--- src/common/lspcPkg.sv ---
//======================================================================
// LSPC raster timer shared definitions
// Video timing constants, CPU register map and the bit positions
// of the timer control word
//======================================================================

package lspcPkg;

	//======================================================================
	// Video timing
	//======================================================================

	// Pixel clocks (6 MHz) in one video line
	localparam int pixelsPerLine = 384;
	// Lines in one frame
	localparam int linesPerFrame = 264;
	// Pixel counter width
	localparam int pixelWidth = $clog2(pixelsPerLine);

	// Raster line number width
	localparam int rasterWidth = 9;
	// First raster number of a frame, count runs up to 511
	localparam logic [rasterWidth-1:0] rasterFirst = 9'd248;
	// Vertical blank starts on this line
	localparam logic [rasterWidth-1:0] rasterVblank = 9'd496;

	//======================================================================
	// Timer registers
	//======================================================================

	// Down-counter width
	localparam int timerWidth = 32;

	// CPU register index
	typedef enum logic [1:0] {
		regTimerHigh = 2'd0,
		regTimerLow  = 2'd1,
		regTimerCtrl = 2'd2,
		regIrqAck    = 2'd3
	} lspcReg;

	// Control word bits
	localparam int ctrlIrqEn          = 4;
	localparam int ctrlReloadOnWrite  = 5;
	localparam int ctrlReloadOnVblank = 6;
	localparam int ctrlReloadOnZero   = 7;
	localparam int ctrlStop           = 11;

endpackage

--- src/common/timerCtrlIf.sv ---
//======================================================================
// Timer control bus
// Register values and one-cycle strobes from the register block
//======================================================================

`timescale 1ns/1ns

interface timerCtrlIf;
	import lspcPkg::*;

	// Full 32-bit reload value, high word first
	logic [timerWidth-1:0] reloadValue;
	// Pulses one cycle after the low word is written
	logic lowWritten;

	// Reload source selects
	logic reloadOnWrite;
	logic reloadOnVblank;
	logic reloadOnZero;

	// Interrupt enable and PAL stop option
	logic irqEn;
	logic stopEn;

	// Interrupt acknowledge, one cycle
	logic irqAck;

	// Register side drives everything
	modport regs (
		output reloadValue, lowWritten, reloadOnWrite, reloadOnVblank,
		output reloadOnZero, irqEn, stopEn, irqAck
	);

	// Timer side only listens
	modport timer (
		input reloadValue, lowWritten, reloadOnWrite, reloadOnVblank,
		input reloadOnZero, irqEn, stopEn, irqAck
	);

endinterface

--- src/common/videoTimingIf.sv ---
//======================================================================
// Video line timing bus
// Raster line number with line start and frame start strobes
//======================================================================

`timescale 1ns/1ns

interface videoTimingIf;
	import lspcPkg::*;

	// Current raster line, 248 to 511
	logic [rasterWidth-1:0] rasterC;

	// First clock of every line
	// Changes together with rasterC
	logic lineStrobe;

	// First clock of the line where vertical blank begins
	logic frameStrobe;

	// Line counter end
	modport source (
		output rasterC, lineStrobe, frameStrobe
	);

	// Timer end
	modport sink (
		input rasterC, lineStrobe, frameStrobe
	);

endinterface

--- src/rtl/lspcRegs.sv ---
//======================================================================
// LSPC timer register block
// Latches CPU writes into the reload halves and the control word
// and turns low word and acknowledge writes into one-cycle strobes
//======================================================================

`timescale 1ns/1ns

module lspcRegs (
	input  logic                 lspc6M,
	input  logic                 arstN,
	input  lspcPkg::lspcReg      cpuAddr,
	input  logic [15:0]          cpuData,
	input  logic                 cpuWr,
	timerCtrlIf.regs             ctrl
);
	import lspcPkg::*;

	// Reload value halves
	logic [15:0] timerHigh;
	logic [15:0] timerLow;
	// Control word, only a few bits are decoded
	logic [15:0] timerCtrl;

	// Registered write strobes
	logic lowWrQ;
	logic ackQ;

	//======================================================================
	// Register writes
	//======================================================================

	// One write per cycle, index picks the target
	always_ff @(posedge lspc6M or negedge arstN) begin
		if (!arstN) begin
			timerHigh <= '0;
			timerLow  <= '0;
			timerCtrl <= '0;
		end else if (cpuWr) begin
			case (cpuAddr)
				regTimerHigh: timerHigh <= cpuData;
				regTimerLow:  timerLow  <= cpuData;
				regTimerCtrl: timerCtrl <= cpuData;
				// Ack has no storage
				default: ;
			endcase
		end
	end

	// Strobes are high for the cycle after the write edge
	always_ff @(posedge lspc6M or negedge arstN) begin
		if (!arstN) begin
			lowWrQ <= 1'b0;
			ackQ   <= 1'b0;
		end else begin
			lowWrQ <= cpuWr && (cpuAddr == regTimerLow);
			ackQ   <= cpuWr && (cpuAddr == regIrqAck);
		end
	end

	//======================================================================
	// Outputs to the timer
	//======================================================================

	// High word on top
	assign ctrl.reloadValue = {timerHigh, timerLow};
	assign ctrl.lowWritten  = lowWrQ;
	assign ctrl.irqAck      = ackQ;

	// Control word fields
	assign ctrl.irqEn          = timerCtrl[ctrlIrqEn];
	assign ctrl.reloadOnWrite  = timerCtrl[ctrlReloadOnWrite];
	assign ctrl.reloadOnVblank = timerCtrl[ctrlReloadOnVblank];
	assign ctrl.reloadOnZero   = timerCtrl[ctrlReloadOnZero];
	// PAL stop option
	assign ctrl.stopEn         = timerCtrl[ctrlStop];

endmodule

--- src/rtl/lspcTimerTop.sv ---
//======================================================================
// LSPC raster timer top level
// Connects the register block, the line counter and the timer
//======================================================================

`timescale 1ns/1ns

module lspcTimerTop (
	input  logic                             lspc6M,
	input  logic                             arstN,
	// CPU register port
	input  lspcPkg::lspcReg                  cpuAddr,
	input  logic [15:0]                      cpuData,
	input  logic                             cpuWr,
	// PAL when high
	input  logic                             vmode,
	output logic                             irq,
	output logic [lspcPkg::rasterWidth-1:0]  rasterC
);

	// Register block to timer
	timerCtrlIf ctrlBus ();
	// Line counter to timer
	videoTimingIf videoBus ();

	// CPU writes
	lspcRegs i_lspcRegs (
		.lspc6M  (lspc6M),
		.arstN   (arstN),
		.cpuAddr (cpuAddr),
		.cpuData (cpuData),
		.cpuWr   (cpuWr),
		.ctrl    (ctrlBus.regs)
	);

	// Raster line timing
	videoCounter i_videoCounter (
		.lspc6M (lspc6M),
		.arstN  (arstN),
		.video  (videoBus.source)
	);

	// Counter and interrupt
	rasterTimer i_rasterTimer (
		.lspc6M (lspc6M),
		.arstN  (arstN),
		.vmode  (vmode),
		.ctrl   (ctrlBus.timer),
		.video  (videoBus.sink),
		.irq    (irq)
	);

	// Raster number is also visible outside
	assign rasterC = videoBus.rasterC;

endmodule

--- src/rtl/rasterTimer/rasterTimer.sv ---
//======================================================================
// LSPC raster timer
// 32-bit down-counter on the pixel clock with three reload sources,
// PAL blanking line stop and a latched interrupt output
//======================================================================

`timescale 1ns/1ns

module rasterTimer (
	input  logic       lspc6M,
	input  logic       arstN,
	// High selects PAL timing
	input  logic       vmode,
	timerCtrlIf.timer  ctrl,
	videoTimingIf.sink video,
	output logic       irq
);
	import lspcPkg::*;

	// The counter itself
	logic [timerWidth-1:0] count;

	// Low word write strobe delayed by one clock
	logic lowWrD;

	// Reload requests
	logic reloadWrite;
	logic reloadVblank;
	logic reloadZero;
	logic reloadNow;

	// Blanking line decode, held for the whole line
	logic blankLineQ;
	logic blankLine;
	// Registered pause for the stop option
	logic pauseQ;
	logic countEn;

	// Enabled clock with the counter at zero
	logic underflow;

	//======================================================================
	// Stop option
	//======================================================================

	// Blanking line when bit 8 is set or bits 5:4 are clear
	// Decoded on the first clock of each line while rasterC is new
	assign blankLine = video.lineStrobe
		? (video.rasterC[rasterWidth-1] | (video.rasterC[5:4] == 2'b00))
		: blankLineQ;

	always_ff @(posedge lspc6M or negedge arstN) begin
		if (!arstN) begin
			blankLineQ <= 1'b0;
			pauseQ     <= 1'b0;
		end else begin
			blankLineQ <= blankLine;
			// Only PAL with the stop bit pauses
			pauseQ     <= ctrl.stopEn & vmode & blankLine;
		end
	end

	assign countEn = ~pauseQ;

	//======================================================================
	// Reload sources
	//======================================================================

	// Gives reloadValue after edge N+2 of the write
	always_ff @(posedge lspc6M or negedge arstN) begin
		if (!arstN) begin
			lowWrD <= 1'b0;
		end else begin
			lowWrD <= ctrl.lowWritten;
		end
	end

	assign underflow    = countEn & (count == '0);

	assign reloadWrite  = lowWrD & ctrl.reloadOnWrite;
	// Loads on the edge that ends the frame strobe cycle
	assign reloadVblank = video.frameStrobe & ctrl.reloadOnVblank;
	// Periodic mode
	assign reloadZero   = underflow & ctrl.reloadOnZero;

	assign reloadNow = reloadWrite | reloadVblank | reloadZero;

	//======================================================================
	// Down-counter
	//======================================================================

	// Without a zero reload the count wraps to all ones
	always_ff @(posedge lspc6M or negedge arstN) begin
		if (!arstN) begin
			count <= '0;
		end else if (reloadNow) begin
			count <= ctrl.reloadValue;
		end else if (countEn) begin
			count <= count - 1'b1;
		end
	end

	//======================================================================
	// Interrupt latch
	//======================================================================

	// Set wins over an ack in the same cycle
	always_ff @(posedge lspc6M or negedge arstN) begin
		if (!arstN) begin
			irq <= 1'b0;
		end else if (underflow & ctrl.irqEn) begin
			irq <= 1'b1;
		end else if (ctrl.irqAck) begin
			irq <= 1'b0;
		end
	end

endmodule

--- src/rtl/videoCounter.sv ---
//======================================================================
// Video pixel and line counter
// Counts pixels within a line and raster lines within a frame,
// emits line start and vertical blank start strobes
//======================================================================

`timescale 1ns/1ns

module videoCounter (
	input  logic        lspc6M,
	input  logic        arstN,
	videoTimingIf.source video
);
	import lspcPkg::*;

	// Position within the current line
	logic [pixelWidth-1:0] pixelCnt;
	// Last pixel clock of the line
	logic lineEnd;
	// Raster number of the following line
	logic [rasterWidth-1:0] rasterNext;
	// Top of the raster range, 511
	logic [rasterWidth-1:0] rasterLast;

	assign rasterLast = rasterWidth'(rasterFirst + linesPerFrame - 1);
	assign lineEnd    = (pixelCnt == pixelWidth'(pixelsPerLine - 1));

	// Wraps back to the first line after 511
	assign rasterNext = (video.rasterC == rasterLast) ? rasterFirst
	                                                  : video.rasterC + 1'b1;

	//======================================================================
	// Pixel counter
	//======================================================================

	always_ff @(posedge lspc6M or negedge arstN) begin
		if (!arstN) begin
			pixelCnt <= '0;
		end else if (lineEnd) begin
			pixelCnt <= '0;
		end else begin
			pixelCnt <= pixelCnt + 1'b1;
		end
	end

	//======================================================================
	// Line counter and strobes
	//======================================================================

	// rasterC and lineStrobe update on the same edge
	// so the strobe marks the first clock of the new line
	always_ff @(posedge lspc6M or negedge arstN) begin
		if (!arstN) begin
			video.rasterC     <= rasterFirst;
			video.lineStrobe  <= 1'b0;
			video.frameStrobe <= 1'b0;
		end else if (lineEnd) begin
			video.rasterC     <= rasterNext;
			video.lineStrobe  <= 1'b1;
			// Vertical blank begins with this line
			video.frameStrobe <= (rasterNext == rasterVblank);
		end else begin
			video.lineStrobe  <= 1'b0;
			video.frameStrobe <= 1'b0;
		end
	end

endmodule

--- config.mk ---
export PLATFORM = sky130hd
export DESIGN_NAME = lspcTimerTop
export DESIGN_NICKNAME = d
export VERILOG_FILES = /design/src/common/lspcPkg.sv /design/src/common/timerCtrlIf.sv /design/src/common/videoTimingIf.sv /design/src/rtl/lspcRegs.sv /design/src/rtl/lspcTimerTop.sv /design/src/rtl/rasterTimer/rasterTimer.sv /design/src/rtl/videoCounter.sv
export SDC_FILE = /design/constraint.sdc
export NUM_CORES = 1
export LEC_CHECK = 0
export BUFFER_PORTS_ARGS = -buffer_cell sky130_fd_sc_hd__buf_2
export CORE_AREA = 2 2 95 97
export DETAILED_ROUTE_END_ITERATION = 10
export DIE_AREA = 0 0 97 99
export PLACE_DENSITY_LB_ADDON = 0.15
export REMOVE_ABC_BUFFERS = 1
export SYNTH_ARGS = -nofsm -noshare
export SYNTH_HDL_FRONTEND = slang
export SYNTH_SLANG_ARGS = --single-unit
--- constraint.sdc ---
create_clock -name lspc6M -period 2.54 [get_ports lspc6M]
set_clock_uncertainty 0.15 [all_clocks]
set_input_delay 0.254 -clock lspc6M [delete_from_list [all_inputs] [get_ports lspc6M]]
set_output_delay 0.254 -clock lspc6M [all_outputs]
set_load 0.02 [all_outputs]
==> metrics <==
status finished, violations left; violated checks negative setup slack; pre-CTS setup slack -0.1136 ns; starting density of the core roughly 53%; min Tclk post-route approximately 2.5 ns; multi-input logic area 2116 um2; VDD IR max 0.4162 mV; Min-Delay Path Class in2reg; Via-to-Cell Ratio ~5.3; Yosys warnings 0; fin cells around 590; Cells after Synth 398; relative slew slack ~57%; Synth Area per Inst 11.47 um2; # DRC 0; register area 2384 um2; Seq/Total Area, Yosys 52.22%; gpl congestion roughly 0.9; period utilisation layout 100.1%; Post-synth EDFFs 0; largest net degree at the start of global routing approximately 50; Area contributors post-synth dfrtp_1 (49%), mux2_2 (9.1%), mux2_4 (5.9%); IO Pins 32; CTS H-tree depth 3; Placement Rows 34; Max clock buf depth 2; hold_ws roughly 0.016 ns; pwr/cell area between 800 and 900 nW/um2; CTS buffer count 9; total die area 9603 um2; CP max FO 8; slew of the pin with the lowest slew margin between 0.6 and 0.7 ns; post-layout util roughly 64%; Vias approximately 3.1k; share of layout cells above drive strength 1 about 32%; Port Buffers 31; share of the synthesized area in the top cell type 49.34%; Final Hold Vio Count 0; die height around 99 um; FF-to-FF Start i_rasterTimer.count[4]; worst hold path startpoint cpuData[4]; Post-Place Cell Area 5026 um2; CP Data Required Time ~2.6 ns; max-cap violations 0; DP Wirelength ~6.4 mm; CP Class reg2reg; post-route cell area roughly 5400 um2; # fillers a little under 700; final wirelength ~9 mm; startpoint class of the critical path register; endpoints failing setup 1; max frequency around 0.4 GHz; Cell Chain, Critical Path or4_4 -> or4_4 -> or3_4 -> xnor2_1 -> mux2_4; initial antenna violation count 0; DR WL/cell roughly 15 um; FFs w/ async S/R, synth 100.0%; max-slew violations 0; vias in the first global route around 3.3k; dominant cell type by area after synthesis dfrtp_1; CTS Sinks 95; number of detailed-route iterations in the first pass 4; Final Worst Setup Slack -0.003372 ns; clock-pin transition on the worst setup and hold timing paths ~0.090 ns; flip-flop and latch count after synthesis 95; RSZ-0062 raised after global routing true; Global Route Usage Sum 20.55%; diode count 0; worst setup path start i_rasterTimer.count[4]; Yosys cell types 47; Chip Width between 90 and 100 um; Post-DRT Antenna Nets 0; Crit path largest cell delay a little over 0.6 ns; initial DRC count 81; core outline area around 8600 um2; grt total ovfl 0; first-pass GRT wire length between 15 and 20 mm; crit path max-delay cell type or4_4; leakage power approximately 0.0025 uW; Setup crit end kind register; Root Buffer clkbuf_8; worst endpoint data arrival time between 2 and 3 ns; dpl cells 551; cell mode on critical path or4_4; P&R area growth vs syn 19.30%; Clock Latency Late Sink between 0.3 and 0.4 ns; CTS tree yes; Nets 500; Cell Area, Synth 4564 um2; most common flop cell mapped by yosys dfrtp_1
-- metrics by stage --
stage | setup TNS [ns] | power (uW)
after global placement | -0.1296 | 3381
after CTS | -0.07701 | 4494
final | -0.003372 | 4496
after detailed placement | -0.2258 | 3426
after global routing | -0.1361 | 4774
after floorplan | -3.724 | 2979
-- critical path: cells and delay by family (launching register included) --
kind	cells	cell delay (ns)
xor gates and xnor gates	1	0.13
muxes	1	0.26
DFF	1	0.39
and+or+nand+nor	3	1.50
-- layout make-up --
cell class,instances,share of cell area (%)
clock buffers,12,2.849
clock inverters,4,0.9881
inverters,9,0.6204
multi-input cells,282,38.86
flip-flops and latches,95,43.77
well taps,108,2.482
repair buffers,75,10.43
-- where the power goes --
part	switching [uW]	leakage, uW	internal (uW)
registers	267	0.00115	1870
logic	520	0.00128	812
clock network	517	0.0000988	511
total	1300	0.00254	3190
-- metal layers --
metal / track usage, % / share of wire (%)
met5: 0 / 0
met4: 8.126 / 2.0
met3: 3.262 / 2.1
met2: 35.47 / 50
met1: 26.12 / 46
-- what timing repair did --
action / CTS / global route
buffers inserted: 0 / 2
resized for setup: 5 / 3
pin swaps: 1 / 0
hold buffers: 17 / 0
setup endpoints to repair: 3 / 33
hold endpoints to repair: 78 / 0
-- worst paths after layout --
check                                                to  depth (start not counted)  slack, ns
worst max-delay path            i_rasterTimer.count[14]                          5     -0.003
worst min-delay path             i_lspcRegs.timerLow[4]                          3       0.02
worst max register to register  i_rasterTimer.count[14]                          5     -0.003
worst min register to register     i_rasterTimer.lowWrD                          0       0.22
max in group asynchronous       i_rasterTimer.count[24]                          3       1.21
min in group asynchronous       i_lspcRegs.timerHigh[6]                          2       0.30
-- registers in the layout, indices dropped and copies added, names as in the netlist, 5 cells and up --
signal / cells
i_videoCounter.video.rasterC: 9
i_rasterTimer.count: 32
i_lspcRegs.timerCtrl: 5
i_videoCounter.pixelCnt: 9
i_lspcRegs.timerHigh: 16
i_lspcRegs.timerLow: 16
-- cells in the final DEF, fill, tap and decap left out, drive strengths merged, types with 3 or more instances in the layout --
cell type	count
o21ai	7
clkbuf	12
buf	58
xor2	17
ha	6
mux2	55
nor4	10
nor3	11
nand2	61
dlygate4sd3	17
or3	10
dfstp	5
nand2b	3
and3	4
dfrtp	90
xnor2	22
nand4	6
inv	8
a21oi	7
or4	3
or2	4
nand3	10
nor2	27
a31oi	3
-- cell families (layout without fill, tap and decap cells) --
family	after synthesis	count (layout)	synth area share (%)
simple gates	158	158	17.79
buf+inv	21	100	2.248
xor+xnor	39	39	7.483
fa+ha+maj	6	6	1.645
compound gates	24	24	3.564
flops	95	95	52.22
mux	55	55	15.05
-- synthesized netlist by cell type (all sizes together), types with 4 or more instances --
master / number
ha: 6
nand2: 61
nand3: 10
mux2: 55
inv: 8
nor4: 10
xor2: 17
o21ai: 7
dfrtp: 90
dfstp: 5
buf: 4
a21oi: 7
or2: 4
or3: 10
nor2: 27
xnor2: 22
nor3: 11
nand4: 6
clkbuf: 8
and3: 4
(Power assumes the default switching activity.)
